`config.mk`:
```
export PLATFORM = sky130hd
export DESIGN_NAME = mean_output_buffer
export DESIGN_NICKNAME = d
export VERILOG_FILES = /design/src/mean_pkg.sv /design/src/mean_output_buffer.sv
export SDC_FILE = /design/constraint.sdc
export NUM_CORES = 1
export LEC_CHECK = 0
export BUFFER_PORTS_ARGS = -buffer_cell sky130_fd_sc_hd__buf_4
export CAP_MARGIN = 20
export CELL_PAD_IN_SITES_DETAIL_PLACEMENT = 1
export CELL_PAD_IN_SITES_GLOBAL_PLACEMENT = 2
export CORE_MARGIN = 4
export CORE_UTILIZATION = 30
export CTS_CLUSTER_DIAMETER = 80
export CTS_CLUSTER_SIZE = 28
export DETAILED_ROUTE_END_ITERATION = 8
export HOLD_SLACK_MARGIN = 0.1
export PLACE_DENSITY = 0.65
export SYNTH_ARGS = -nofsm -noshare
export SYNTH_HDL_FRONTEND = slang
export SYNTH_SLANG_ARGS = --single-unit
export TNS_END_PERCENT = 100
```
`constraint.sdc`:
```
create_clock -name clk -period 2 [get_ports clk]
set_input_delay 0.4 -clock clk [delete_from_list [all_inputs] [get_ports clk]]
set_output_delay 0.4 -clock clk [all_outputs]
set_load 0.02 [all_outputs]
```
`src/mean_pkg.sv`:
```
// Samples are fixed at 16 bits; sums are sized for at most 2**7 samples, so deeper trees overflow
`default_nettype none

package mean_pkg;

    // One input sample, also the width of the mean
    localparam int DATA_W = 16;

    // Deepest adder tree the sum width is sized for
    localparam int MAX_LOG2_INPUTS = 7;

    // Full sum of 2**MAX_LOG2_INPUTS samples fits without carry loss
    localparam int SUM_W = DATA_W + MAX_LOG2_INPUTS;

    // Output buffer entries
    localparam int BUF_DEPTH = 2;

    // Unsigned sample or mean
    typedef logic [DATA_W-1:0] sample_t;

    // Partial sum at any tree level
    typedef logic [SUM_W-1:0] sum_t;

    // Buffer occupancy, 0 up to BUF_DEPTH
    typedef logic [$clog2(BUF_DEPTH+1)-1:0] count_t;

    // Buffer slot index
    typedef logic [$clog2(BUF_DEPTH)-1:0] ptr_t;

endpackage

`default_nettype wire

```
`src/mean_output_buffer.sv`:
```
// Mean is the sum shifted by LOG2_INPUTS and truncated; in_ready only looks at the held count
`default_nettype none

module mean_output_buffer
    import mean_pkg::*;
#(
    parameter int LOG2_INPUTS = 7
) (
    input  logic    clk,
    input  logic    rst,

    // Final sum from the last tree level
    input  logic    in_valid,
    output logic    in_ready,
    input  sum_t    in_sum,

    // Mean towards the consumer
    output logic    out_valid,
    input  logic    out_ready,
    output sample_t mean
);

    sample_t entries [BUF_DEPTH];
    ptr_t    wr_ptr;
    ptr_t    rd_ptr;
    count_t  count;

    sum_t    shifted;
    sample_t scaled;
    logic    push;
    logic    pop;

    // Divide by the input count, remainder dropped
    assign shifted = in_sum >> LOG2_INPUTS;
    assign scaled  = shifted[DATA_W-1:0];

    assign in_ready  = (count != count_t'(BUF_DEPTH));
    assign out_valid = (count != '0);
    assign mean      = entries[rd_ptr];

    assign push = in_valid && in_ready;
    assign pop  = out_valid && out_ready;

    // Entry storage
    always_ff @(posedge clk or posedge rst) begin
        if (rst) begin
            for (int i = 0; i < BUF_DEPTH; i++) begin
                entries[i] <= '0;
            end
        end else if (push) begin
            entries[wr_ptr] <= scaled;
        end
    end

    // Pointers and occupancy
    always_ff @(posedge clk or posedge rst) begin
        if (rst) begin
            wr_ptr <= '0;
            rd_ptr <= '0;
            count  <= '0;
        end else begin
            if (push) begin
                wr_ptr <= ptr_t'(wr_ptr + 1'b1);
            end
            if (pop) begin
                rd_ptr <= ptr_t'(rd_ptr + 1'b1);
            end
            case ({push, pop})
                2'b10:   count <= count_t'(count + 1'b1);
                2'b01:   count <= count_t'(count - 1'b1);
                default: count <= count;
            endcase
        end
    end

endmodule

`default_nettype wire

```
; ---- Word-level counts from Yosys, hierarchy flattened
; Cells that the tools add are included.
[classes]
n_mul = 0
order_cmp = 3
n_addsub = 4
bitwise_logic = 2
mux = 7
shifts = 0
eq_ne = 3
reduce_logical = 5
n_div = 0
[ops]
columns = op, n
row1 = $mux W16, 4
row2 = $bwmux W32, 1
row3 = $demux W16 S1, 1
row4 = $ge A2 B2 Y1 const B, 2
row5 = $not A1 Y2, 2
row6 = $pmux W2 S2, 1
row7 = $reduce_bool A2 Y1, 2
row8 = $logic_and A1 B1 Y1, 3
row9 = $add A1 B1 Y1 const B, 2
row10 = $add A2 B1 Y2 const B, 1
row11 = $eq A2 B1 Y1 const B, 1
row12 = $eq A2 B2 Y1 const B, 1
row13 = $lt A2 B1 Y1 const B, 1
row14 = $ne A2 B2 Y1 const B, 1
row15 = $sub A2 B1 Y2 const B, 1
[totals]
ramBits = 0
ff_bits = 36
output_inout_bits = 18
rom_bits = 0
latchBits = 0
in_bits = 27
n_memories = 0
wordCells = 29

; ---- Depth between registers and ports, before layout
[logic_depth]
depth_word = 6
ltp_mapped = 6
ltp_nobuf = 6

; ---- Least setup slack after synthesis
; No wires, ideal clock.
[synth_path]
path_kind = register to register
from = register count[0]
to = register count[1]
setup_time_ns = 0.079
path_stages_with_launch = 6
required_time_ns = 1.921
arrival_time_ns = 1.531
slack_ns = 0.390
synth_period_minus_slack_ns = 1.610
n_path_buf = 0
cell_sequence = dfrtp_1 > or2_2 > and2_1 > ha_1 > nor2_1 > xor2_1
[synth_between]
elab_chain_cells = 4
word_cells_on_any_way = 10
cone_classes = add/sub (2) / eq/ne (3) / mux (1) / reduce/logical (4)
[synth_lines]
columns = element, line
row1 = start: declaration, mean_output_buffer.sv:26  ; count_t count;
row2 = start signal: assignment, mean_output_buffer.sv:69  ; 2'b10: count <= count_t'(count + 1'b1);
row3 = start signal: assignment, mean_output_buffer.sv:70  ; 2'b01: count <= count_t'(count - 1'b1);
row4 = start signal: assignment, mean_output_buffer.sv:71  ; default: count <= count;
row5 = $reduce_bool A2 Y1 *, mean_output_buffer.sv:38  ; assign out_valid = (count != '0);
row6 = net out_valid, mean_output_buffer.sv:18  ; output logic out_valid,
row7 = $logic_and A1 B1 Y1 *, mean_output_buffer.sv:42  ; assign pop = out_valid && out_ready;
row8 = net pop, mean_output_buffer.sv:31  ; logic pop;
row9 = $eq A2 B1 Y1 or $eq A2 B2 Y1 (tied branches), mean_output_buffer.sv:68  ; case ({push, pop})
row10 = $pmux W2 S2 or $reduce_bool A2 Y1 (tied branches), --
; Mark *: on every way through the listed nets, which the timed path passes. The rest lies on a longest branch.
; A chain may end at the register's enable or synchronous reset.

; ---- Final worst setup path
[layout_path]
from = register rd_ptr
to = output mean[3]
[layout_between]
elab_chain_cells = 4
[layout_lines]
columns = element, line
row1 = start: declaration, mean_output_buffer.sv:25  ; ptr_t rd_ptr;
row2 = start signal: assignment, mean_output_buffer.sv:66  ; rd_ptr <= ptr_t'(rd_ptr + 1'b1);
row3 = $not A1 Y2 (not written as such), mean_output_buffer.sv:39  ; assign mean = entries[rd_ptr];
row4 = $mux W16 (not written as such) (3 in series), mean_output_buffer.sv:39
row5 = end: declaration, mean_output_buffer.sv:20  ; output sample_t mean
; No other way between the ends. The select of a mux whose other input is x is not followed.

==> impl_metrics.json <==
{
  "antenna_found_initial": 0,
  "remaining_drc_errors": 0,
  "drtIter0Drc": 19,
  "grt_usage_pct": 10.8,
  "slew_headroom_pct": 69.2,
  "finalSetupViolCount": 0,
  "core-area_um2": 5200,
  "required_ps": 1600,
  "worst_slew_pin_slew_ps": 462,
  "die_x_um": 82.2,
  "avgSynthCellArea_um2": 16.0,
  "synthDistinctLibCells": 17,
  "p_per_area_nw_per_um2": 1850,
  "via_count": 964,
  "grt-ovfl-total": 0,
  "clkLatencyLatePin_ps": 280,
  "synth_nets": 131,
  "worst_clock_skew_ps": 3.46,
  "crit_path_end_kind": "output pin",
  "syn2layout_area_growth_pct": 25.7,
  "ant_nets": 0,
  "cts_tree": "done",
  "antenna_cells": 0,
  "cts.sinks": 36,
  "cpPeakStageDelay_ps": 390,
  "syn_inst": 103,
  "min_path_type": "in -> async",
  "port-buffer-count": 37,
  "rows": 26,
  "tns_ps": 0,
  "place_worst_setup_slack_ps": 393,
  "crit_type": "reg -> out",
  "hpwl_um": 2150,
  "ios": 45,
  "post_cts_buffers": 0,
  "rsz0062_at_grt": "false",
  "vias_per_cell": 4.48,
  "cts-root-buf": "clkbuf_8",
  "netlist_area_um2": 1650,
  "drt_wl_total_um": 3280,
  "cts_hold_buf": 0,
  "synth_fa_ha_area_share_pct": 0.758,
  "htreeDepth": 2,
  "clockBufferDepth": 2,
  "synthMuxAreaShare_pct": 35.0,
  "synth_compound_area_share_pct": 0,
  "clkTransAtPathRegs_ps": 70,
  "period_needed_ps": 1820,
  "hold_viol_final": 0,
  "p_leak_nw": 0.947,
  "setup_slack_ps": 176,
  "grt_pass1_vias": 1079,
  "die_h_um": 82.2,
  "dr.pass1.iters": 3,
  "worstPathCellList": "buf_4 > mux2_2 > buf_4",
  "cts_resized": 0,
  "ys_ff_latch": 36,
  "status": "finished, final reports clean",
  "floorplan.initialDensity_pct": 31.7,
  "gp_congestion": 0.661,
  "finish.utilization_pct": 39.9,
  "path_max_fanout": 17,
  "max-cap-violations": 0,
  "yosysSeqAreaShare_pct": 54.6,
  "layout-drive-gt1-share_pct": 66.9,
  "wl_per_cell_um": 15.3,
  "yosysWarnings": 0,
  "synth_top_family_by_area": "multiplexers",
  "cp_slowest_cell": "mux2_2",
  "synth_xor_area_share_pct": 2.65,
  "hold_slack_ps": 226,
  "report.final.slew_viol_count": 0,
  "ir_drop_uv": 609,
  "cts_inserted_buffers": 5,
  "nets": 172,
  "worstPathArrival_ps": 1420,
  "dieArea_um2": 6750,
  "fmax_mhz": 548,
  "grt_max_degree": 37,
  "fin_crit_sh_pct": 91.2,
  "synth_simple_gate_area_share_pct": 3.94,
  "startpoint_type": "flip-flop",
  "grt_pass1_wl_um": 5260,
  "crit_top_cell": "buf_4"
}
-- report_power, final --
group,internal (mW),total (mW),switching (mW),leakage [nW]
sequential,1.11,1.31,0.197,0.423
clock,0.281,0.526,0.245,0.0455
combinational,1.11,2.00,0.890,0.478
total,2.50,3.83,1.33,0.947
-- layout make-up --
cell class | count | area [um^2]
clock buffers | 8 | 90.1
fillers | 555 | 3130
inverters | 1 | 3.75
multi-input cells | 61 | 699
flip-flops and latches | 36 | 901
well taps | 70 | 87.6
repair buffers | 39 | 293
-- placed cells by master, fill, tap and decap left out, types with 2 or more instances in the layout --
cell type  netlist  routed
mux2_4          10      10
clkbuf_8         0       6
mux2_2          38      38
clkbuf_1         0       2
xnor2_1          3       3
dfrtp_1         36      36
xor2_1           2       2
buf_4            0      39
-- per-stage QoR --
| step | cells | total power [mW] | cell area (um^2) |
|---|---|---|---|
| global placement | 207 | 3.30 | 1980 |
| detailed placement | 207 | 3.35 | 1980 |
| CTS | 215 | 3.90 | 2070 |
| floorplan | 103 | 2.74 | 1650 |
| finish | 215 | 3.83 | 2070 |
| global route | 215 | 4.08 | 2070 |
-- path summary, 6_finish.rpt --
path | to | slack [ps] | start | cells past startpoint
min reg2reg | entries[17] | 510 | entries[17] | 1
min | entries[0] | 230 | rst | 3
max reg2reg | count[1] | 380 | count[0] | 5
min in group clk | entries[13] | 350 | in_sum[20] | 2
max in group asynchronous | entries[26] | 1450 | rst | 3
max | mean[3] | 180 | rd_ptr | 3
-- worst max-delay path, delay by kind of cell, from the launching register on --
kind,cells,cell delay [ps]
flops,1,330
mux,1,390
buf+inv,2,430
-- synthesized netlist by cell type --
cell / number / area, um^2
and2_1: 1 / 6.26
and3_4: 1 / 11.3
buf_12: 1 / 20.0
buf_2: 3 / 15.0
buf_6: 1 / 11.3
dfrtp_1: 36 / 901
ha_1: 1 / 12.5
inv_1: 1 / 3.75
mux2_2: 38 / 428
mux2_4: 10 / 150
nand2_1: 1 / 3.75
nand2b_4: 1 / 13.8
nand3b_4: 1 / 20.0
nor2_1: 1 / 3.75
or2_2: 1 / 6.26
xnor2_1: 3 / 26.3
xor2_1: 2 / 17.5
-- sequential cells by signal, indices dropped and copies added, names as in the netlist --
signal	flops
wr_ptr	1
rd_ptr	1
entries	32
count	2
-- metal layers --
metal / global-route usage, % / wire (um)
met1: 12.7 / 1400
met2: 17.7 / 1620
met3: 4.99 / 243
met4: 2.99 / 21
met5: 0 / 0
-- cell families after synthesis --
family | count (synthesis)
DFF | 36
adders and majority gates | 1
buffers and inverters | 6
xor gates and xnor gates | 5
and+or+nand+nor | 7
muxes | 48
Power figures use the tool's default switching activity.
